<file path="config.mk">
export PLATFORM = sky130hd
export DESIGN_NAME = ntm_controller
export DESIGN_NICKNAME = d
export VERILOG_FILES = /design/src/hdl/ntm_pkg.sv /design/src/hdl/ntm_operand_feeder.sv /design/src/hdl/ntm_neuron_lane.sv /design/src/hdl/ntm_logistic_drain.sv /design/src/hdl/ntm_controller.sv
export SDC_FILE = /design/constraint.sdc
export NUM_CORES = 2
export LEC_CHECK = 0
export BUFFER_PORTS_ARGS = -buffer_cell sky130_fd_sc_hd__buf_2
export CAP_MARGIN = 20
export CORE_ASPECT_RATIO = 0.9
export CORE_UTILIZATION = 59
export CTS_CLUSTER_SIZE = 10
export DETAILED_ROUTE_END_ITERATION = 10
export GPL_ROUTABILITY_DRIVEN = 0
export GPL_TIMING_DRIVEN = 0
export PLACE_DENSITY_LB_ADDON = 0.1
export SLEW_MARGIN = 10
export SYNTH_ARGS = -nofsm -noshare
export SYNTH_HDL_FRONTEND = slang
export SYNTH_SLANG_ARGS = --single-unit
</file>
<file path="constraint.sdc">
create_clock -name CLK -period 7.4 [get_ports CLK]
set_input_delay 2.22 -clock CLK [delete_from_list [all_inputs] [get_ports CLK]]
set_output_delay 2.22 -clock CLK [all_outputs]
set_load 0.05 [all_outputs]
</file>
<file path="src/hdl/ntm_pkg.sv">
////////////////////////////////////////////////////////////////////////////
// NTM controller package
// Lane count, fixed point types and FSM encodings shared by the
// feeder, the neuron lanes, the logistic drain and the top level
////////////////////////////////////////////////////////////////////////////

`default_nettype none

package ntm_pkg;

  ////////////////////////////////////////////////////////////////////////////
  // Sizes
  ////////////////////////////////////////////////////////////////////////////

  // Neurons computed in parallel
  localparam int NUM_LANES = 4;

  // Q8.8 data word
  localparam int WORD_W = 16;

  // Q16.16 accumulator
  localparam int ACC_W = 32;

  // Job length in operand beats
  localparam int LEN_W = 8;

  ////////////////////////////////////////////////////////////////////////////
  // Types
  ////////////////////////////////////////////////////////////////////////////

  typedef logic signed [WORD_W-1:0] word_t;
  typedef logic signed [ACC_W-1:0]  acc_t;
  typedef logic [LEN_W-1:0]         len_t;

  // Lane 0 sits in the low bits
  typedef logic [NUM_LANES*WORD_W-1:0] word_row_t;
  typedef logic [NUM_LANES*ACC_W-1:0]  acc_row_t;

  // Feeder job sequencing
  typedef enum logic [1:0] {
    FEED_IDLE,
    FEED_RUN,
    FEED_WAIT
  } feeder_state_t;

  // Drain output sequencing
  typedef enum logic {
    DRAIN_IDLE,
    DRAIN_SEND
  } drain_state_t;

  ////////////////////////////////////////////////////////////////////////////
  // Constants
  ////////////////////////////////////////////////////////////////////////////

  // Saturation limits of the accumulator
  localparam acc_t ACC_MAX = {1'b0, {(ACC_W-1){1'b1}}};
  localparam acc_t ACC_MIN = {1'b1, {(ACC_W-1){1'b0}}};

  // 1.0 in Q8.8
  localparam word_t H_ONE = 16'sd256;

endpackage

`default_nettype wire

</file>
<file path="src/hdl/ntm_operand_feeder.sv">
////////////////////////////////////////////////////////////////////////////
// NTM operand feeder
// Accepts a job start with bias row and length, then takes operand
// beats (element plus one weight per lane) over valid/ready and
// broadcasts them to all neuron lanes as registered step pulses.
// Holds off new jobs until the drain reports completion.
////////////////////////////////////////////////////////////////////////////

`default_nettype none

module ntm_operand_feeder
  import ntm_pkg::*;
(
  input  wire       CLK,
  input  wire       RST,
  // Job start
  input  wire       START,
  output logic      READY,
  input  len_t      LENGTH_IN,
  input  word_row_t B_IN,
  // Operand stream
  input  wire       X_VALID,
  output logic      X_READY,
  input  word_t     X_ELEM,
  input  word_row_t X_WEIGHTS,
  // End of job from the drain
  input  wire       drain_done,
  // Lane control
  output logic      lane_load,
  output word_row_t bias_row,
  output logic      lane_step,
  output logic      lane_last,
  output word_t     step_elem,
  output word_row_t step_weights
);

  feeder_state_t state;

  // Job length and beats taken so far
  len_t len_q;
  len_t beat_cnt;
  len_t beat_cnt_next;

  logic beat_xfer;

  assign beat_xfer     = X_VALID && X_READY;
  assign beat_cnt_next = beat_cnt + len_t'(1);

  ////////////////////////////////////////////////////////////////////////////
  // Job FSM
  ////////////////////////////////////////////////////////////////////////////

  always_ff @(posedge CLK or posedge RST) begin
    if (RST) begin
      state     <= FEED_IDLE;
      READY     <= 1'b1;
      X_READY   <= 1'b0;
      lane_load <= 1'b0;
      lane_step <= 1'b0;
      lane_last <= 1'b0;
      len_q     <= '0;
      beat_cnt  <= '0;
    end else begin
      // Pulses default low
      lane_load <= 1'b0;
      lane_step <= 1'b0;
      lane_last <= 1'b0;

      case (state)
        FEED_IDLE: begin
          if (START) begin
            // Latch job, preload lanes, open the operand stream
            len_q     <= LENGTH_IN;
            beat_cnt  <= '0;
            lane_load <= 1'b1;
            READY     <= 1'b0;
            X_READY   <= 1'b1;
            state     <= FEED_RUN;
          end
        end

        FEED_RUN: begin
          // X_VALID low just pauses here
          if (beat_xfer) begin
            lane_step <= 1'b1;
            beat_cnt  <= beat_cnt_next;
            if (beat_cnt_next == len_q) begin
              // Final beat, close the stream
              lane_last <= 1'b1;
              X_READY   <= 1'b0;
              state     <= FEED_WAIT;
            end
          end
        end

        FEED_WAIT: begin
          // Single job in flight, wait for last h word
          if (drain_done) begin
            READY <= 1'b1;
            state <= FEED_IDLE;
          end
        end

        default: begin
          state   <= FEED_IDLE;
          READY   <= 1'b1;
          X_READY <= 1'b0;
        end
      endcase
    end
  end

  ////////////////////////////////////////////////////////////////////////////
  // Payload registers
  ////////////////////////////////////////////////////////////////////////////

  // Bias follows the start, step data follows each beat
  always_ff @(posedge CLK) begin
    if (state == FEED_IDLE && START) begin
      bias_row <= B_IN;
    end
    if (beat_xfer) begin
      step_elem    <= X_ELEM;
      step_weights <= X_WEIGHTS;
    end
  end

endmodule

`default_nettype wire

</file>
<file path="src/hdl/ntm_neuron_lane.sv">
////////////////////////////////////////////////////////////////////////////
// NTM neuron lane
// One Q16.16 accumulator: loaded with the bias, then summing
// element times weight on every step with saturation
////////////////////////////////////////////////////////////////////////////

`default_nettype none

module ntm_neuron_lane
  import ntm_pkg::*;
(
  input  wire   CLK,
  input  wire   RST,
  input  wire   lane_load,
  input  word_t bias,
  input  wire   lane_step,
  input  wire   lane_last,
  input  word_t step_elem,
  input  word_t weight,
  output acc_t  acc,
  output logic  lane_done
);

  // Q8.8 times Q8.8 lands directly in Q16.16
  acc_t prod;

  // One guard bit to catch overflow
  logic signed [ACC_W:0] sum_wide;
  acc_t                  sum_sat;

  // Bias widened into Q16.16
  acc_t bias_ext;

  assign prod     = acc_t'(step_elem) * acc_t'(weight);
  assign sum_wide = {acc[ACC_W-1], acc} + {prod[ACC_W-1], prod};
  assign bias_ext = acc_t'(bias) <<< 8;

  // Guard and sign bit differ on overflow
  always_comb begin
    if (sum_wide[ACC_W] != sum_wide[ACC_W-1]) begin
      // Guard bit gives the true sign
      sum_sat = sum_wide[ACC_W] ? ACC_MIN : ACC_MAX;
    end else begin
      sum_sat = sum_wide[ACC_W-1:0];
    end
  end

  ////////////////////////////////////////////////////////////////////////////
  // Accumulator
  ////////////////////////////////////////////////////////////////////////////

  always_ff @(posedge CLK or posedge RST) begin
    if (RST) begin
      acc       <= '0;
      lane_done <= 1'b0;
    end else begin
      if (lane_load) begin
        acc <= bias_ext;
      end else if (lane_step) begin
        acc <= sum_sat;
      end
      // Sum valid together with this flag
      lane_done <= lane_step && lane_last;
    end
  end

endmodule

`default_nettype wire

</file>
<file path="src/hdl/ntm_logistic_drain.sv">
////////////////////////////////////////////////////////////////////////////
// NTM logistic drain
// Captures the lane sums when the lanes finish, maps each through a
// hard sigmoid and streams the h words out in lane order over
// valid/ready, flagging the last lane
////////////////////////////////////////////////////////////////////////////

`default_nettype none

module ntm_logistic_drain
  import ntm_pkg::*;
(
  input  wire      CLK,
  input  wire      RST,
  // From the lanes
  input  wire      lane_done,
  input  acc_row_t acc_row,
  // Result stream
  output logic     H_VALID,
  input  wire      H_READY,
  output word_t    H_OUT,
  output logic     H_LAST,
  // Back to the feeder
  output logic     drain_done
);

  drain_state_t state;

  // Lane currently presented on H_OUT
  logic [$clog2(NUM_LANES)-1:0] lane_idx;

  // Sums held for the whole send phase
  acc_row_t acc_row_q;

  acc_t  acc_sel;
  acc_t  h_lin;
  logic  h_xfer;
  logic  last_lane;

  assign H_VALID   = (state == DRAIN_SEND);
  assign h_xfer    = H_VALID && H_READY;
  assign last_lane = (lane_idx == NUM_LANES - 1);
  assign H_LAST    = last_lane;

  ////////////////////////////////////////////////////////////////////////////
  // Hard sigmoid
  ////////////////////////////////////////////////////////////////////////////

  // 0.25*a + 0.5: shift by 16-8+2 to reach Q8.8 quarter, 0.5 is 128
  assign acc_sel = acc_row_q[lane_idx*ACC_W +: ACC_W];
  assign h_lin   = (acc_sel >>> 10) + acc_t'(128);

  // Clamp into [0, 1.0]
  always_comb begin
    if (h_lin < 0) begin
      H_OUT = '0;
    end else if (h_lin > acc_t'(H_ONE)) begin
      H_OUT = H_ONE;
    end else begin
      H_OUT = word_t'(h_lin);
    end
  end

  ////////////////////////////////////////////////////////////////////////////
  // Send FSM
  ////////////////////////////////////////////////////////////////////////////

  always_ff @(posedge CLK or posedge RST) begin
    if (RST) begin
      state      <= DRAIN_IDLE;
      lane_idx   <= '0;
      drain_done <= 1'b0;
    end else begin
      drain_done <= 1'b0;

      case (state)
        DRAIN_IDLE: begin
          // All lanes step together, lane 0 speaks for them
          if (lane_done) begin
            lane_idx <= '0;
            state    <= DRAIN_SEND;
          end
        end

        DRAIN_SEND: begin
          // H_READY low holds index and word
          if (h_xfer) begin
            if (last_lane) begin
              lane_idx   <= '0;
              drain_done <= 1'b1;
              state      <= DRAIN_IDLE;
            end else begin
              lane_idx <= lane_idx + 1'b1;
            end
          end
        end

        default: begin
          state <= DRAIN_IDLE;
        end
      endcase
    end
  end

  // Row snapshot on completion
  always_ff @(posedge CLK) begin
    if (state == DRAIN_IDLE && lane_done) begin
      acc_row_q <= acc_row;
    end
  end

endmodule

`default_nettype wire

</file>
<file path="src/hdl/ntm_controller.sv">
////////////////////////////////////////////////////////////////////////////
// NTM controller layer
// h = logistic(W*z + b) for four neurons: feeder broadcasts operand
// beats to the lanes, the drain turns the sums into h words
////////////////////////////////////////////////////////////////////////////

`default_nettype none

module ntm_controller
  import ntm_pkg::*;
(
  input  wire       CLK,
  input  wire       RST,
  // Job start
  input  wire       START,
  output logic      READY,
  input  len_t      LENGTH_IN,
  input  word_row_t B_IN,
  // Operand stream, x then r
  input  wire       X_VALID,
  output logic      X_READY,
  input  word_t     X_ELEM,
  input  word_row_t X_WEIGHTS,
  // Result stream
  output logic      H_VALID,
  input  wire       H_READY,
  output word_t     H_OUT,
  output logic      H_LAST
);

  // Feeder to lanes
  logic      lane_load;
  word_row_t bias_row;
  logic      lane_step;
  logic      lane_last;
  word_t     step_elem;
  word_row_t step_weights;

  // Lanes to drain
  acc_row_t               acc_row;
  logic [NUM_LANES-1:0]   lane_done;
  logic                   drain_done;

  ////////////////////////////////////////////////////////////////////////////
  // Operand feeder
  ////////////////////////////////////////////////////////////////////////////

  ntm_operand_feeder u_feeder (
    .CLK          (CLK),
    .RST          (RST),
    .START        (START),
    .READY        (READY),
    .LENGTH_IN    (LENGTH_IN),
    .B_IN         (B_IN),
    .X_VALID      (X_VALID),
    .X_READY      (X_READY),
    .X_ELEM       (X_ELEM),
    .X_WEIGHTS    (X_WEIGHTS),
    .drain_done   (drain_done),
    .lane_load    (lane_load),
    .bias_row     (bias_row),
    .lane_step    (lane_step),
    .lane_last    (lane_last),
    .step_elem    (step_elem),
    .step_weights (step_weights)
  );

  ////////////////////////////////////////////////////////////////////////////
  // Neuron lanes
  ////////////////////////////////////////////////////////////////////////////

  // Lane n takes word n of the rows, writes slot n of the sums
  for (genvar n = 0; n < NUM_LANES; n++) begin : gen_lane
    ntm_neuron_lane u_lane (
      .CLK       (CLK),
      .RST       (RST),
      .lane_load (lane_load),
      .bias      (bias_row[n*WORD_W +: WORD_W]),
      .lane_step (lane_step),
      .lane_last (lane_last),
      .step_elem (step_elem),
      .weight    (step_weights[n*WORD_W +: WORD_W]),
      .acc       (acc_row[n*ACC_W +: ACC_W]),
      .lane_done (lane_done[n])
    );
  end

  ////////////////////////////////////////////////////////////////////////////
  // Logistic drain
  ////////////////////////////////////////////////////////////////////////////

  // Lanes run in lockstep so lane 0 done is enough
  ntm_logistic_drain u_drain (
    .CLK        (CLK),
    .RST        (RST),
    .lane_done  (lane_done[0]),
    .acc_row    (acc_row),
    .H_VALID    (H_VALID),
    .H_READY    (H_READY),
    .H_OUT      (H_OUT),
    .H_LAST     (H_LAST),
    .drain_done (drain_done)
  );

endmodule

`default_nettype wire

</file>
Yosys cells after proc, flatten, opt, wreduce, memory -nomap -nowiden
Cells that the tools add are included.
W data, S select, Z words.
{"block": "totals", "register_bits": 428, "inputBits": 157, "word_cells": 116}
{"block": "classes", "add_sub_neg": 7, "mul": 4, "order_cmp": 2, "n_eq_ne": 14, "shifts": 1, "n_mux": 51, "bitwise_logic": 3, "n_reduce_logical": 14}
{"op": "$mux W32", "n": 16}
{"op": "$add A32 B32 Y33", "n": 4}
{"op": "$mul A16 B16 Y32", "n": 4}
{"op": "$shiftx A128 B8 Y32", "n": 1}
{"op": "$gt A32 B10 Y1 const B", "n": 1}
{"op": "$lt A32 B1 Y1 const B", "n": 1}
{"op": "$mux W16", "n": 2}
{"op": "$add A22 B9 Y23 const B", "n": 1}
{"op": "$mux W1", "n": 18}
{"op": "$mux W8", "n": 2}
{"op": "$pmux W8 S2", "n": 1}
{"op": "$mux W2", "n": 7}
{"op": "$add A8 B1 Y8 const B", "n": 1}
{"op": "$eq A8 B8 Y1", "n": 1}
{"op": "$reduce_and A4 Y1", "n": 2}
{"op": "$ne A2 B1 Y1 const B", "n": 3}
{"op": "$ne A2 B2 Y1 const B", "n": 3}
{"op": "$pmux W1 S3", "n": 2}
{"op": "$pmux W2 S3", "n": 1}
{"op": "$reduce_and A3 Y1", "n": 2}
{"op": "$logic_and A1 B1 Y1", "n": 5}
{"op": "$eq A2 B2 Y1 const B", "n": 2}
{"op": "$ne A1 B1 Y1", "n": 4}
{"op": "$pmux W2 S2", "n": 1}
{"op": "other kinds (7)", "n": 11}

Logic depth before layout (Yosys ltp)
{"block": "logic_depth", "word_depth": 6, "depth_mapped": 27, "mapped_depth_nobuf": 24}

Cells and area by module
From an unflattened synthesis, not the netlist that was laid out.
{"block": "unflattened", "cells_unflattened": 5943, "area_unflattened_um2": 60782.0}
{"mod": "ntm_neuron_lane (gen_lane[1].u_lane ...)", "n_inst": 2, "cells_each": 1356, "area_per_inst_um2": 12693.4, "seq_area_each_um2": 825.8}
{"mod": "ntm_neuron_lane (gen_lane[3].u_lane)", "n_inst": 1, "cells_each": 1393, "area_per_inst_um2": 12981.2, "seq_area_each_um2": 825.8}
{"mod": "ntm_neuron_lane (gen_lane[0].u_lane)", "n_inst": 1, "cells_each": 1374, "area_per_inst_um2": 12944.9, "seq_area_each_um2": 825.8}
{"mod": "ntm_operand_feeder", "n_inst": 1, "cells_each": 259, "area_per_inst_um2": 5511.5, "seq_area_each_um2": 4901.0}
{"mod": "ntm_logistic_drain", "n_inst": 1, "cells_each": 205, "area_per_inst_um2": 3957.5, "seq_area_each_um2": 2742.6}

Worst setup path before layout
Ideal clock, no wire load.
{"block": "synth_timing", "kind": "reg2reg", "from": "reg u_feeder.step_elem[15]", "to": "reg gen_lane[0].u_lane.acc[26]", "setup_time_ns": 0.088, "arrival_ns": 6.810, "required_time_ns": 7.312, "slack_ns": 0.502, "path_stages_with_launch": 26, "n_path_buf": 3, "synth_period_minus_slack_ns": 6.898, "path_cell_list": "edfxtp_1 > clkbuf_1 > clkbuf_1 > nand2_1 > inv_1 > fa_1 > inv_1 > fa_1 > inv_1 > fa_1 > fa_1 > fa_1 > inv_1 > fa_1 > inv_1 > ha_1 > and3_1 > and2_1 > and3_1 > a221oi_1 > o21a_1 > mux2i_2 > xor2_1 > buf_2 > o21ai_1 > a41oi_1"}
{"block": "synth_via", "elab_chain_len": 6, "elab_cells_between_ends": 7, "classes_between": "add/sub: 1; mul: 1; eq/ne: 1; mux: 4"}
{"item": "start: declaration", "line": "ntm_operand_feeder.sv:33", "text": "output word_t step_elem,"}
{"item": "start signal: assignment", "line": "ntm_operand_feeder.sv:123", "text": "step_elem <= X_ELEM;"}
{"item": "$mul A16 B16 Y32 *", "line": "ntm_neuron_lane.sv:34", "text": "assign prod = acc_t'(step_elem) * acc_t'(weight);"}
{"item": "$add A32 B32 Y33 *", "line": "ntm_neuron_lane.sv:35", "text": "assign sum_wide = {acc[ACC_W-1], acc} + {prod[ACC_W-1], prod};"}
{"item": "$mux W32 or $ne A1 B1 Y1 (tied branches)", "line": "ntm_neuron_lane.sv:42, ntm_neuron_lane.sv:40"}
{"item": "$mux W32 *", "line": "ntm_neuron_lane.sv:40", "text": "if (sum_wide[ACC_W] != sum_wide[ACC_W-1]) begin"}
{"item": "$mux W32 *", "line": "ntm_neuron_lane.sv:59", "text": "end else if (lane_step) begin"}
{"item": "$mux W32 *", "line": "ntm_neuron_lane.sv:57", "text": "if (lane_load) begin"}
{"item": "end signal: assignment", "line": "ntm_neuron_lane.sv:58", "text": "acc <= bias_ext;"}
{"item": "end signal: assignment", "line": "ntm_neuron_lane.sv:60", "text": "acc <= sum_sat;"}
{"item": "end: declaration", "line": "ntm_neuron_lane.sv:20", "text": "output acc_t acc,"}
Every way passes the cells marked *; elsewhere a longest branch is shown, timed or not. The select of a mux whose other input is x is not followed.
A chain may end at the register's enable or synchronous reset.

Final worst setup path
{"block": "layout_timing", "from": "reg u_feeder.step_elem[15]", "to": "reg gen_lane[3].u_lane.acc[8]"}
{"block": "layout_via", "elab_chain_len": 6, "elab_cells_between_ends": 7, "classes_between": "add/sub: 1; mul: 1; eq/ne: 1; mux: 4"}
{"item": "$mul A16 B16 Y32 *", "line": "ntm_neuron_lane.sv:34"}
{"item": "$add A32 B32 Y33 *", "line": "ntm_neuron_lane.sv:35"}
{"item": "$mux W32 or $ne A1 B1 Y1 (tied branches)", "line": "ntm_neuron_lane.sv:42, ntm_neuron_lane.sv:40"}
{"item": "$mux W32 *", "line": "ntm_neuron_lane.sv:40"}
{"item": "$mux W32 *", "line": "ntm_neuron_lane.sv:59"}
{"item": "$mux W32 *", "line": "ntm_neuron_lane.sv:57"}
{"item": "end signal: assignment", "line": "ntm_neuron_lane.sv:58"}
{"item": "end signal: assignment", "line": "ntm_neuron_lane.sv:60"}
{"item": "end: declaration", "line": "ntm_neuron_lane.sv:20"}
Marked as above.

==> results.md <==
- Final Setup Violations: 0
- Worst skew pair latency: roughly 0.67 ns
- Flops & latches, synth: between 300 and 400
- Total wire length: around 190000 um
- Area growth syn-to-layout: 11.0%
- Clock root cell: clkbuf_16
- Worst Max-Slew Pin Slew: 1.30 ns
- Post-Synth Simple-Gate Area: between 10% and 20%
- Vias/cell: slightly below 6
- GRT Overall Usage: 38.4%
- Vias: 43910
- Req. time, crit path: 7.98 ns
- Initial antenna violation count: 16
- CTS buffer count: 51
- Period minus WS final: 7.32 ns
- Leading cell type in the layout, fill and taps excluded: inv_1
- Final hold violation count: 0
- Crit path max fanout: 8
- Slew Viols, Final: 0
- Initial core utilization: 59.9%
- Clock Skews: ~0.034 ns
- Slowest-stage cell, CP: fa_2
- Cells after DPL: about 7400
- Arrival @ worst endpoint: 7.90 ns
- Fin Setup TNS: 0 ns
- Leading cell types in the layout, fill and taps excluded: inv_1, fa_1, nand2_1
- Boundary pin count: 177
- CP endpoint kind: register
- Largest family of logic cells by synthesized area: adder cells
- First drt pass iteration count: 7
- Post-Synth Adder-Cell Area: 49.0%
- Pin count of the biggest net entering global routing: between 90 and 100
- Core area: 0.0989 mm^2
- Worst Setup Path Type: register to register
- Critical Path Source Type: register
- Tcrit/Tclk final: 99.0%
- Post-synthesis instance area: 0.0593 mm^2
- Worst slack at placement: -2.65 ns
- Routed len/inst: 24.8 um
- Max frequency: 137 MHz
- Filler Cell Count: 7949
- Die X: 336 um
- Max incr delay on CP: 0.65 ns
- Die area: 0.102 mm^2
- Most numerous cell on the critical path: fa_1
- Share of the yosys chip area belonging to registers: 18.3%
- Hold Buf Count CTS: 0
- DRT antenna net count: 0
- Complex-gate fraction of the synthesized area: 6.34%
- Run status: complete, no violations
- Overflow after GRT: 0
- Hold Path Class: register to register
- Post-Syn Area per Cell: 10.1 um^2
- Post-route insts no fill: 7599
- CTS tree: yes
- Num rows: 109
- Proportion of layout cells with a drive suffix above 1: 10.9%
- Drt initial violations: 5195
- DRC Markers: 0
- Crit path buf inv count: 9
- Die H: 303 um
- Max H-tree Level: 2
- Finished Core Util: 66.6%
- Vias in the first global route: roughly 44000
- Ys async rst share: 40.2%
- XOR/XNOR share of the synthesized area: under 10%
- Post-DP HPWL: 151000 um
- MaxCap Viol Count: 0
- CTS sink count: 388
- Final WS setup: approximately 0.077 ns
- Delay-heaviest family, CP: adder cells
- Synth unique cells: 98
- Worst-case clock buffer depth: 3
- Slew headroom: 13.3%
- Multiplexer share of the synthesized area: 1.15%
- Port bufs: roughly 170
- Cells after Synth: 5886
- Clock transition at path regs: 0.06 ns
- Fin nets: 7976
- EDFF count, synth: 232
- Top_reg_cell synth: edfxtp_1
- Number of synthesis warnings: 0
- First-pass GRT wire length: between 200000 and 300000 um
cell families after synthesis:
kind of cell,Yosys count
compound gates,587
xor+xnor,165
fa+ha+maj,1605
buf+inv,1651
flops,388
mux,36
other cells,1
simple gates,1453
final timing paths:
path	startpoint	end	slack, ns	cells past startpoint
setup / recovery	u_feeder.step_elem[15]$_DFFE_PP_	gen_lane[3].u_lane.acc[8]$_DFFE_PP0P_	0.08	26
hold / removal	u_feeder.lane_last$_DFF_PP0_	gen_lane[0].u_lane.lane_done$_DFF_PP0_	0.47	1
setup reg to reg	u_feeder.step_elem[15]$_DFFE_PP_	gen_lane[3].u_lane.acc[8]$_DFFE_PP0P_	0.08	26
hold reg to reg	u_feeder.lane_last$_DFF_PP0_	gen_lane[0].u_lane.lane_done$_DFF_PP0_	0.47	1
max in group asynchronous	RST	gen_lane[0].u_lane.acc[1]$_DFFE_PP0P_	4.79	3
min in group asynchronous	RST	gen_lane[2].u_lane.acc[31]$_DFFE_PP0P_	1.64	2
Yosys cell counts, types with 8 or more instances:
library cell  number  area (um^2)
o21bai_1          16          120
inv_1           1406         5280
mux4_2            14          315
and3_1            14         87.6
a211oi_1          13         97.6
o21ai_1           22          110
nor3b_1           22          165
mux4_1             8          210
a22oi_1           19          143
buf_2             12         60.1
nor3_1            25          125
nor2b_1           13         81.3
fa_1            1196        23900
clkbuf_1         214          803
ha_1             407         5090
xnor2_1          110          963
nor2_1           131          492
o211ai_1          54          405
xor2_1            54          473
mux2_2             8         90.1
o21a_1            13         97.6
nand4_1           15         93.8
edfxtp_1         232         6970
a21oi_1          185          926
or3_1             11         68.8
a21o_1            52          390
o22ai_1           15         93.8
and2_1           478         2990
nand2b_1          25          156
o21ai_0          105          526
nand2_1          642         2410
buf_4              8         60.1
dfrtp_1          155         3880
nand3_1           47          235
through the flow:
step	instance area (um^2)	hold WS, ns
after global routing	65800	0.494
after CTS	64700	0.477
after floorplan	59300	0.425
final	65800	0.471
after global placement	61800	0.455
after detailed placement	62300	0.446
sequential cells by signal, indices dropped and copies added, names as in the netlist, 2 cells and up:
signal,flops
u_feeder.step_weights,64
u_drain.lane_idx,2
u_feeder.len_q,8
gen_lane.u_lane.acc,128
u_feeder.bias_row,64
u_feeder.beat_cnt,8
u_drain.acc_row_q,88
u_feeder.step_elem,16
u_feeder.state,2
metal layers:
metal,vias up,GRT usage [%],wire length (um)
li1,18567,-,-
met1,22211,52.8,71900
met2,2695,53.6,78300
met3,431,14.9,27800
met4,6,18.0,10400
met5,-,0.971,261
layout make-up:
| class | instances | area (um^2) | area share, % |
|---|---|---|---|
| diodes | 12 | 30.0 | 0.0456 |
| plain buffers | 220 | 1250 | 1.91 |
| clock buffers | 75 | 1460 | 2.22 |
| clock inverters | 17 | 134 | 0.203 |
| inverters | 1407 | 5300 | 8.06 |
| multi-input cells | 3853 | 42800 | 65.0 |
| flip-flops and latches | 388 | 10900 | 16.5 |
| well taps | 1332 | 1670 | 2.53 |
| repair buffers | 295 | 2300 | 3.49 |
timing repair:
| item | CTS | global route |
|---|---|---|
| pin swaps | 15 | 43 |
| setup buffers | 54 | 47 |
| resized for setup | 182 | 211 |
| endpoints found under the setup margin | 128 | 127 |
| cloned | 0 | 1 |
Power is not shown: default switching activity piles up to over one toggle a cycle in this logic, so the estimate is an artifact.
